**config.mk**
```make
export PLATFORM = sky130hd
export DESIGN_NAME = la32_decode_stage
export DESIGN_NICKNAME = d
export VERILOG_FILES = /design/src/hw/la32_decode_pkg.sv /design/src/hw/la32_decode_stage.sv /design/src/hw/la32_inst_decoder.sv /design/src/hw/la32_pipe_reg.sv /design/src/hw/la32_regfile.sv
export VERILOG_INCLUDE_DIRS = /design/src /design/src/hw
export SDC_FILE = /design/constraint.sdc
export NUM_CORES = 2
export LEC_CHECK = 0
export BUFFER_PORTS_ARGS = -buffer_cell sky130_fd_sc_hd__buf_2
export CAP_MARGIN = 20
export CORE_MARGIN = 8
export CORE_UTILIZATION = 30
export DETAILED_ROUTE_END_ITERATION = 10
export HOLD_SLACK_MARGIN = 0.15
export PLACE_DENSITY_LB_ADDON = 0.25
export RECOVER_POWER = 100
export SYNTH_ARGS = -nofsm -noshare
export SYNTH_HDL_FRONTEND = slang
export SYNTH_SLANG_ARGS = --single-unit
```
**constraint.sdc**
```tcl
create_clock -name clk -period 3.24 [get_ports clk]
set_input_delay 0 -clock clk [delete_from_list [all_inputs] [get_ports clk]]
set_output_delay 0 -clock clk [all_outputs]
set_load 0.005 [all_outputs]
```
**src/hw/la32_decode_config.svh**
```systemverilog
// LA32 decode stage configuration
// register file size, datapath width and the canonical NOP word

`ifndef LA32_DECODE_CONFIG_SVH
`define LA32_DECODE_CONFIG_SVH

// architectural integer registers
`define LA32_NUM_REGS 32

// data and address width
`define LA32_XLEN 32

// andi r0, r0, 0
`define LA32_INST_NOP 32'h0340_0000

`endif

```
**src/hw/la32_decode_pkg.sv**
```systemverilog
// LA32 decode types
// fetch entry, micro-op, decoder output, issue bundle and writeback request

`include "la32_decode_config.svh"

package la32_decode_pkg;

    typedef struct packed {
        logic                  unknown;
        logic [`LA32_XLEN-1:0] badv;
        logic [6:0]            exception;
        logic [`LA32_XLEN-1:0] pc_next;
        logic [`LA32_XLEN-1:0] pc;
        logic [31:0]           inst;
    } fetch_entry_t;

    // one-hot instruction class that is all zero for nop or invalid
    typedef struct packed {
        logic br;
        logic bar;
        logic mem;
        logic csr;
        logic cache;
        logic idle;
        logic eret;
        logic tlb;
        logic mul;
        logic div;
        logic alu;
    } itype_t;

    typedef enum logic [1:0] {src1_rf, src1_pc, src1_zero, src1_cntid} src1_e;
    typedef enum logic [1:0] {src2_rf, src2_imm, src2_cntl, src2_cnth} src2_e;

    // 3R codes follow inst[18:15] and sra takes a free slot
    typedef enum logic [3:0] {
        alu_add  = 4'b0000,
        alu_sub  = 4'b0010,
        alu_slt  = 4'b0100,
        alu_sltu = 4'b0101,
        alu_nor  = 4'b1000,
        alu_and  = 4'b1001,
        alu_or   = 4'b1010,
        alu_xor  = 4'b1011,
        alu_sra  = 4'b1100,
        alu_sll  = 4'b1110,
        alu_srl  = 4'b1111
    } alu_op_e;

    typedef struct packed {
        itype_t      itype;
        src1_e       src1;
        src2_e       src2;
        logic [3:0]  cond;
        logic        sign;
        logic        mem_atm;
        logic        privileged;
        logic [31:0] inst;
    } uop_t;

    typedef struct packed {
        uop_t                  uop;
        logic [`LA32_XLEN-1:0] imm;
        logic [4:0]            rd;
        logic [4:0]            rj;
        logic [4:0]            rk;
        logic [`LA32_XLEN-1:0] pc;
        logic [`LA32_XLEN-1:0] pc_next;
        logic [6:0]            exception;
        logic [`LA32_XLEN-1:0] badv;
        logic                  unknown;
        logic                  invalid_instruction;
        logic                  is_syscall;
        logic                  is_break;
        logic                  is_privileged;
    } decode_t;

    typedef struct packed {
        decode_t               dec;
        logic [`LA32_XLEN-1:0] rj_value;
        logic [`LA32_XLEN-1:0] rk_value;
    } issue_t;

    typedef struct packed {
        logic                  we;
        logic [4:0]            addr;
        logic [`LA32_XLEN-1:0] data;
    } wb_req_t;

endpackage

```
**src/hw/la32_decode_stage.sv**
```systemverilog
// LA32 decode stage
// entry register, instruction decoder, register read and issue register;
// two edges from an accepted entry to the issue bundle

`timescale 1ns/1ps
`include "la32_decode_config.svh"

module la32_decode_stage (
    input  logic                          clk,
    input  logic                          arst_n,
    input  logic                          stall,
    input  logic                          flush,
    input  logic                          in_valid,
    input  la32_decode_pkg::fetch_entry_t in_entry,
    input  la32_decode_pkg::wb_req_t      wb,
    output logic                          out_valid,
    output la32_decode_pkg::issue_t       out_issue
);
    import la32_decode_pkg::*;

    logic                  id_valid;
    fetch_entry_t          id_entry;
    decode_t               id_dec;
    logic [`LA32_XLEN-1:0] rj_value;
    logic [`LA32_XLEN-1:0] rk_value;
    issue_t                id_issue;

    la32_pipe_reg #(
        .payload_t (fetch_entry_t)
    ) i_entry_reg (
        .clk       (clk),
        .arst_n    (arst_n),
        .stall     (stall),
        .flush     (flush),
        .in_valid  (in_valid),
        .in_data   (in_entry),
        .out_valid (id_valid),
        .out_data  (id_entry)
    );

    la32_inst_decoder i_decoder (
        .entry (id_entry),
        .dec   (id_dec)
    );

    // only rj and rk are ever read
    la32_regfile i_regfile (
        .clk     (clk),
        .arst_n  (arst_n),
        .wb      (wb),
        .raddr_a (id_dec.rj),
        .raddr_b (id_dec.rk),
        .rdata_a (rj_value),
        .rdata_b (rk_value)
    );

    assign id_issue = '{dec: id_dec, rj_value: rj_value, rk_value: rk_value};

    la32_pipe_reg #(
        .payload_t (issue_t)
    ) i_issue_reg (
        .clk       (clk),
        .arst_n    (arst_n),
        .stall     (stall),
        .flush     (flush),
        .in_valid  (id_valid),
        .in_data   (id_issue),
        .out_valid (out_valid),
        .out_data  (out_issue)
    );

endmodule

```
**src/hw/la32_inst_decoder.sv**
```systemverilog
// LA32 instruction decoder
// combinational, classifies the instruction and builds the micro-op,
// immediate and register addresses; store and branch sources go to rk

`timescale 1ns/1ps
`include "la32_decode_config.svh"

module la32_inst_decoder (
    input  la32_decode_pkg::fetch_entry_t entry,
    output la32_decode_pkg::decode_t      dec
);
    import la32_decode_pkg::*;

    logic [31:0] inst;
    itype_t      cls;
    logic        is_b_or_bl;
    logic        is_jirl;
    logic        is_preload;
    logic        is_pcadd;
    logic        is_lui;
    logic        is_alu_imm;
    logic        is_invtlb;
    logic        is_ecall;
    logic        is_alu_sfti;
    logic        is_sra;
    logic        is_time;
    logic        is_alu3r;
    logic        mem_write;
    src1_e       src1;
    src2_e       src2;
    alu_op_e     alu_op;
    logic        alu_op_invalid;
    logic [3:0]  br_cond;
    logic        br_invalid;
    logic        invalid;
    logic        priv;
    logic [31:0] imm;

    assign inst = entry.inst;

    //////////////////////////////////////////////////
    // instruction class
    always_comb begin
        cls.br      = inst[30];
        cls.bar     = inst[30:16] == 15'b011100001110010;
        cls.mem     = inst[30:28] == 3'b010;
        cls.csr     = inst[30:24] == 7'b0000100;
        cls.cache   = inst[30:22] == 9'b000011000;
        cls.idle    = inst[30:15] == 16'b0000110010010001;
        cls.eret    = inst[30:10] == 21'b000011001001000001110;
        is_invtlb   = inst[30:15] == 16'b0000110010010011;
        // tlbsrch, tlbrd, tlbwr, tlbfill share a prefix with ertn
        cls.tlb     = is_invtlb ||
                      (inst[30:13] == 18'b000011001001000001 && inst[12:10] != 3'b110);
        cls.mul     = inst[30:17] == 14'b00000000001110;
        cls.div     = inst[30:17] == 14'b00000000010000;
        is_b_or_bl  = inst[30:27] == 4'b1010;
        is_jirl     = inst[30:26] == 5'b10011;
        is_preload  = inst[30:22] == 9'b010101011;
        is_pcadd    = inst[30:25] == 6'b001110;
        is_lui      = inst[30:25] == 6'b001010;
        is_alu_imm  = inst[30:25] == 6'b000001;
        is_ecall    = inst[30:17] == 14'b00000000010101 && !inst[15];
        is_alu_sfti = inst[30:20] == 11'b00000000100 && inst[17:15] == 3'b001;
        is_sra      = inst[30:15] == 16'b0000000000110000;
        is_time     = inst[30:11] == 20'b00000000000000001100;
        is_alu3r    = inst[30:19] == 12'b000000000010;
        cls.alu     = is_alu3r || is_time || is_sra || is_alu_sfti ||
                      is_alu_imm || is_pcadd || is_lui;
        mem_write   = cls.mem && inst[24];
    end

    //////////////////////////////////////////////////
    // operand sources
    always_comb begin
        if (is_lui) begin
            src1 = src1_zero;
        end else if (is_pcadd) begin
            src1 = src1_pc;
        end else if (is_time && !inst[10] && inst[4:0] == 5'd0) begin
            src1 = src1_cntid;
        end else begin
            src1 = src1_rf;
        end
    end

    always_comb begin
        if (is_alu_imm || is_alu_sfti || is_lui || is_pcadd) begin
            src2 = src2_imm;
        end else if (is_time) begin
            src2 = (!inst[10] && inst[4:0] != 5'd0) ? src2_cntl : src2_cnth;
        end else begin
            src2 = src2_rf;
        end
    end

    // alu operation with reserved sub-ops flagged
    always_comb begin
        alu_op         = alu_add;
        alu_op_invalid = 1'b0;
        if (is_alu3r) begin
            if (inst[18:15] inside {4'b0000, 4'b0010, 4'b0100, 4'b0101, 4'b1000,
                                    4'b1001, 4'b1010, 4'b1011, 4'b1110, 4'b1111}) begin
                alu_op = alu_op_e'(inst[18:15]);
            end else begin
                alu_op_invalid = 1'b1;
            end
        end else if (is_alu_imm) begin
            case (inst[24:22])
                3'b000:  alu_op = alu_slt;
                3'b001:  alu_op = alu_sltu;
                3'b010:  alu_op = alu_add;
                3'b101:  alu_op = alu_and;
                3'b110:  alu_op = alu_or;
                3'b111:  alu_op = alu_xor;
                default: alu_op_invalid = 1'b1;
            endcase
        end else if (is_alu_sfti) begin
            case (inst[19:18])
                2'b00:   alu_op = alu_sll;
                2'b01:   alu_op = alu_srl;
                2'b10:   alu_op = alu_sra;
                default: alu_op_invalid = 1'b1;
            endcase
        end else if (is_sra) begin
            alu_op = alu_sra;
        end
    end

    // jirl, b, bl, then beq through bgeu
    always_comb begin
        br_cond    = 4'd0;
        br_invalid = 1'b0;
        if (cls.br) begin
            br_cond    = inst[29:26];
            br_invalid = !(inst[29:26] inside {[4'b0011:4'b1011]});
        end
    end

    assign invalid = alu_op_invalid || br_invalid || inst[31] ||
                     (cls == '0 && !is_ecall) ||
                     (is_invtlb && inst[4:0] > 5'h6) ||
                     entry.exception != '0;

    assign priv = cls.cache || cls.tlb || cls.csr || cls.eret || cls.idle;

    //////////////////////////////////////////////////
    // immediate formats
    always_comb begin
        imm = '0;
        if (cls.cache || (is_alu_imm && !inst[24]) || (cls.mem && inst[27]) || is_alu_sfti)
            imm = {{20{inst[21]}}, inst[21:10]};
        if (is_alu_imm && inst[24])
            imm = {20'b0, inst[21:10]};
        if (cls.csr)
            imm = {{18{inst[23]}}, inst[23:10]};
        // ll and sc scale by four
        if (cls.mem && !inst[27])
            imm = {{16{inst[23]}}, inst[23:10], 2'b00};
        if (cls.br && !is_b_or_bl)
            imm = {{16{inst[25]}}, inst[25:10]};
        if (is_b_or_bl)
            imm = {{6{inst[9]}}, inst[9:0], inst[25:10]};
        if (is_pcadd || is_lui)
            imm = {inst[24:5], 12'b0};
    end

    //////////////////////////////////////////////////
    // output bundle
    always_comb begin
        dec.uop.itype      = (inst == `LA32_INST_NOP || invalid) ? '0 : cls;
        dec.uop.src1       = src1;
        dec.uop.src2       = src2;
        dec.uop.cond       = ({4{cls.alu}} & alu_op) |
                             {3'b0, cls.div & inst[15]} |
                             {3'b0, cls.mul & (inst[15] | inst[16])} |
                             ({4{cls.mem}} & {1'b0, inst[24], inst[27] ? inst[23:22] : 2'b10}) |
                             ({4{cls.br}} & br_cond);
        dec.uop.sign       = ((cls.mul | cls.div) & ~inst[16]) | (cls.mem & ~inst[25]);
        dec.uop.mem_atm    = ~inst[27];
        dec.uop.privileged = priv;
        dec.uop.inst       = inst;
        dec.imm            = imm;

        // bl links through r1
        if (cls.cache || cls.tlb || cls.idle || is_preload || (mem_write && inst[27]) ||
            (cls.br && !is_jirl && inst[29:26] != 4'b0101)) begin
            dec.rd = 5'd0;
        end else if (inst[30:26] == 5'b10101) begin
            dec.rd = 5'd1;
        end else begin
            dec.rd = inst[4:0] | ({5{is_time}} & inst[9:5]);
        end

        if ((cls.tlb && !is_invtlb) || cls.idle || is_pcadd || is_lui || is_b_or_bl || is_time)
            dec.rj = 5'd0;
        else
            dec.rj = inst[9:5];

        if (is_alu3r || is_sra || cls.mul || cls.div || is_invtlb)
            dec.rk = inst[14:10];
        else if (mem_write || (cls.br && !(is_b_or_bl || is_jirl)) || cls.csr)
            dec.rk = inst[4:0];
        else
            dec.rk = 5'd0;

        dec.pc                  = entry.pc;
        dec.pc_next             = entry.pc_next;
        dec.exception           = entry.exception;
        dec.badv                = entry.badv;
        dec.unknown             = entry.unknown;
        dec.invalid_instruction = invalid;
        dec.is_syscall          = is_ecall & inst[16];
        dec.is_break            = is_ecall & ~inst[16];
        // hit-type cacop is allowed in user mode
        dec.is_privileged       = priv && !(cls.cache && inst[4:3] == 2'd2);
    end

endmodule

```
**src/hw/la32_pipe_reg.sv**
```systemverilog
// LA32 pipeline register
// valid-tagged stage register with stall hold and flush, any payload type

`timescale 1ns/1ps

module la32_pipe_reg #(
    parameter type payload_t = logic
) (
    input  logic     clk,
    input  logic     arst_n,
    input  logic     stall,
    input  logic     flush,
    input  logic     in_valid,
    input  payload_t in_data,
    output logic     out_valid,
    output payload_t out_data
);

    // flush wins over load, and also over stall
    always_ff @(posedge clk or negedge arst_n) begin
        if (!arst_n) begin
            out_valid <= 1'b0;
        end else if (flush) begin
            out_valid <= 1'b0;
        end else if (!stall) begin
            out_valid <= in_valid;
        end
    end

    // payload only moves with the pipe
    always_ff @(posedge clk) begin
        if (!stall) begin
            out_data <= in_data;
        end
    end

endmodule

```
**src/hw/la32_regfile.sv**
```systemverilog
// LA32 integer register file
// two combinational read ports, one write port, r0 hardwired to zero,
// write data bypassed to a read of the same address

`timescale 1ns/1ps
`include "la32_decode_config.svh"

module la32_regfile (
    input  logic                     clk,
    input  logic                     arst_n,
    input  la32_decode_pkg::wb_req_t wb,
    input  logic [4:0]               raddr_a,
    input  logic [4:0]               raddr_b,
    output logic [`LA32_XLEN-1:0]    rdata_a,
    output logic [`LA32_XLEN-1:0]    rdata_b
);

    logic [`LA32_XLEN-1:0] regs [`LA32_NUM_REGS];

    always_ff @(posedge clk or negedge arst_n) begin
        if (!arst_n) begin
            for (int i = 0; i < `LA32_NUM_REGS; i++) begin
                regs[i] <= '0;
            end
        end else if (wb.we && wb.addr != 5'd0) begin
            regs[wb.addr] <= wb.data;
        end
    end

    // r0 first, then same-cycle writeback
    assign rdata_a = (raddr_a == 5'd0)                 ? '0      :
                     (wb.we && wb.addr == raddr_a)     ? wb.data :
                                                         regs[raddr_a];
    assign rdata_b = (raddr_b == 5'd0)                 ? '0      :
                     (wb.we && wb.addr == raddr_b)     ? wb.data :
                                                         regs[raddr_b];

endmodule

```
==> metrics list <==
- Worst slack on hold paths: 0.2916 ns
- Setup total negative slack: -30.58 ns
- Setup violations remaining at the end of the flow were counted as 64.
* Power density over the cells: 600.3 nW/um^2
* HPWL after DPL: 191,200 um
* Number of I/O pins: 453
- Number of fill cells: 22,330
* Cell with the most instances after synthesis: mux2_2
* Area inside the core boundary: 235,200 sq um
- The first detailed-routing pass took 6 iterations.
* Net count of the mapped netlist: 5,737
- Max capacitance violation total: 2
* Global route total overflow: 0
- Clock edge transition at the registers on the reported setup and hold paths: 0.06 ns
- After synthesis the cells add up to 70,960 sq um.
- Synthesized netlist cell count: 5,558
- The checks that failed: max-capacitance violations, max-slew violations, negative setup slack.
* Startpoint type of the worst setup path: register
- Entering global routing, the biggest net connects 129 pins.
- Buffers placed on the I/O ports in this run total 452.
* Number of unique standard cell types used by synthesis: 89
- Count of flip-flops with a built-in enable after synthesis: 409
- Cts bufs inserted: 168
- The via count of the first global-routing pass was 57,760.
- Setup repair after global routing could not meet its margin everywhere.
- CTS tree: done
- Post-route fraction of the period consumed by the critical path: 117.0%
- Static timing analysis puts the maximum clock frequency at 263.7 MHz.
* Post-route setup slack: -0.5517 ns
- Die extent in x: 502.4 um
- The worst setup path is of the reg -> reg kind.
- Clock latency on the worst-skew pair: 0.82 ns
* Cell accounting for the most synthesized area: dfrtp_1
- For this run, the number of Yosys warnings is 0.
- Area used by multi-input combinational logic: 32,160 sq um
* Transition time of the tightest slew-check pin: 1.529 ns
- Area fraction of the dominant cell type after synthesis: 36.18%
* Leading post-synthesis cells by cell area: dfrtp_1 36%, edfxtp_1 17%, mux2_2 16%, mux2i_1 5.7%, a211oi_1 3.2%
* Critical Path End Type: register
* Number of hold-slack violations in the final timing report: 0
* GRT Total Usage: 24.06%
- The net count of the finished layout is 6,761.
- CTS built an H-tree with a depth of 4.
- The detailed router placed 56,480 vias in this run.
* Post-layout util: 39.46%
- OpenSTA, run right after detailed placement, puts the worst setup slack at -0.9520 ns.
- Headroom to the max-slew limit came out at -1.930%.
- For this run, design rule violations remaining after detail routing come to 0.
- Final number of max-transition violations: 110
- The initial utilization of the core area, before any placement, comes to 30.17%.
* Storage element area: 37,960 sq um
- Class of the tightest hold or removal check: in -> reg
* Crit path required time: 3.81 ns
- Fraction of the yosys area taken by sequential cells: 53.49%
- Die area: 252,400 sq um
- R2R cell count: 13
* Iteration-0 DRC Markers: 5,726
- A synthesized cell averages 12.77 sq um.
- After layout, the minimum clock period comes to 3.792 ns.
* VDD IR-drop max: 0.0005354 V
- Vias per cell: 5.707
- The die is 502.4 um tall.
- Initial antenna violation count: 31
- Weighted congestion reported at the end of routability-driven placement: 0.8790
* Ratio of cells with drive above 1 in the final layout: 42.12%
- The clock drives 1,435 sinks.
- After detailed routing, the total wire length is 314,700 um.
* Largest driver fanout on the critical path: 15
- The count of nets left with antenna violations once routing finished came out at 0.
- Worst Hold Path Cells: 4
- Of all flip-flops after synthesis, the portion carrying an async set or reset was 71.50%.
* Average routed wire per standard cell: 31.80 um
- Root Driver: clkbuf_16
- In the synthesized netlist the dominant register cell turns out to be dfrtp_1.
- Data on the critical path arrives at its endpoint at 4.36 ns.
- Outcome: finished, violations left
- Cell row count: 178
* Max Clock Skew: 0.05699 ns
* Leakage power figure: 38.75 nW
- The area growth from synthesis to layout is 30.80%.
- Synthesis inferred 1,435 register bits.
* First-pass GRT wire length: 444,100 um
- Counting along the longest clock path gives a buffer depth of 3.
* Leading post-synthesis cells by instance count: 1,028 x mux2_2, 1,026 x dfrtp_1, 424 x clkbuf_1
- PnR Total Power: 55.72 mW
## where the power goes
group / switching [mW] / internal [mW] / total [mW]
clock: 8.28 / 11.0 / 19.3
sequential: 2.41 / 21.6 / 24.0
combinational: 6.17 / 6.23 / 12.4
total: 16.9 / 38.9 / 55.7
## routing by layer
layer | global-route usage [%] | part of all wire [%] | vias up
met1 | 31.18 | 41 | 29230
li1 | - | - | 23470
met3 | 5.215 | 8.5 | 820
met5 | 0 | 0.013 | -
met2 | 37.82 | 45 | 2953
met4 | 12.68 | 6.4 | 6
## placed cells by master, fill, tap and decap left out, types with 149 or more instances in the layout
cell type and n:
buf_2 430, dlygate4sd3_1 317, clkbuf_16 172, mux2i_1 400, edfxtp_1 409, mux2_2 1028, nand2_1 178, dfrtp_1 1026
and3_1 149, buf_4 453, a211oi_1 211
## flip-flops by register name, indices dropped and copies added, names as in the netlist
| register | count |
|---|---|
| i_regfile.regs | 1024 |
| i_issue_reg.out_data | 273 |
| i_entry_reg.out_data | 136 |
| i_entry_reg.out_valid | 1 |
| i_issue_reg.out_valid | 1 |
## worst paths after layout
| path | from | endpoint | slack, ns |
|---|---|---|---|
| min in group asynchronous | arst_n | i_regfile.regs[500] | 1.40 |
| min | wb[35] | i_regfile.regs[638] | 0.29 |
| min reg2reg | i_regfile.regs[999] | i_regfile.regs[999] | 0.39 |
| max in group asynchronous | arst_n | i_regfile.regs[475] | 0.38 |
| max | i_entry_reg.out_data[12] | i_issue_reg.out_data[46] | -0.55 |
| max reg2reg | i_entry_reg.out_data[12] | i_issue_reg.out_data[46] | -0.55 |
## worst max-delay path: stages (launching register included)
cell,delay [ns]
edfxtp_1,0.39
clkbuf_1,0.58
nor2_1,0.08
nand3_1,0.21
o41a_1,0.28
nand3_4,0.13
buf_12,0.17
buf_12,0.15
buf_4,0.15
nor2_4,0.30
buf_6,0.33
nand3_1,0.19
a211o_1,0.31
a32o_1,0.21
## timing repair
item,CTS,global route
endpoints found under the setup margin,75,74
gates cloned,17,4
hold endpoints to repair,2230,0
setup buffers,61,10
hold buffers,318,0
gates resized for setup,159,69
pin swaps,69,28
## area by class of cell
class                           instances  area share [%]
Clock buffer                          236           5.108
Tap cell                             3150           4.246
Antenna cell                           24         0.06471
Clock inverter                         75          0.8304
Sequential cell                      1435           40.89
Inverter                               20          0.1402
Timing Repair Buffer                 1455           14.06
Timing Repair inverter                  1        0.009436
Multi-Input combinational cell       3501           34.65
## through the flow
step,cells,instance area (sq um)
detailed placement,9154,81940
global placement,9153,81920
global route,9890,92800
finish,9897,92820
floorplan,5558,71990
CTS,9859,92430
## logic make-up (layout without fill, tap and decap cells)
family / count (synthesis) / in the layout / synth area share (%)
mux: 1526 / 1526 / 25.01
other cells: 0 / 24 / 0
simple gates: 804 / 804 / 5.866
compound gates: 1164 / 1164 / 11.91
flops: 1435 / 1435 / 53.49
xor+xnor: 7 / 7 / 0.08640
buf+inv: 622 / 1787 / 3.637
(Power assumes the default switching activity.)
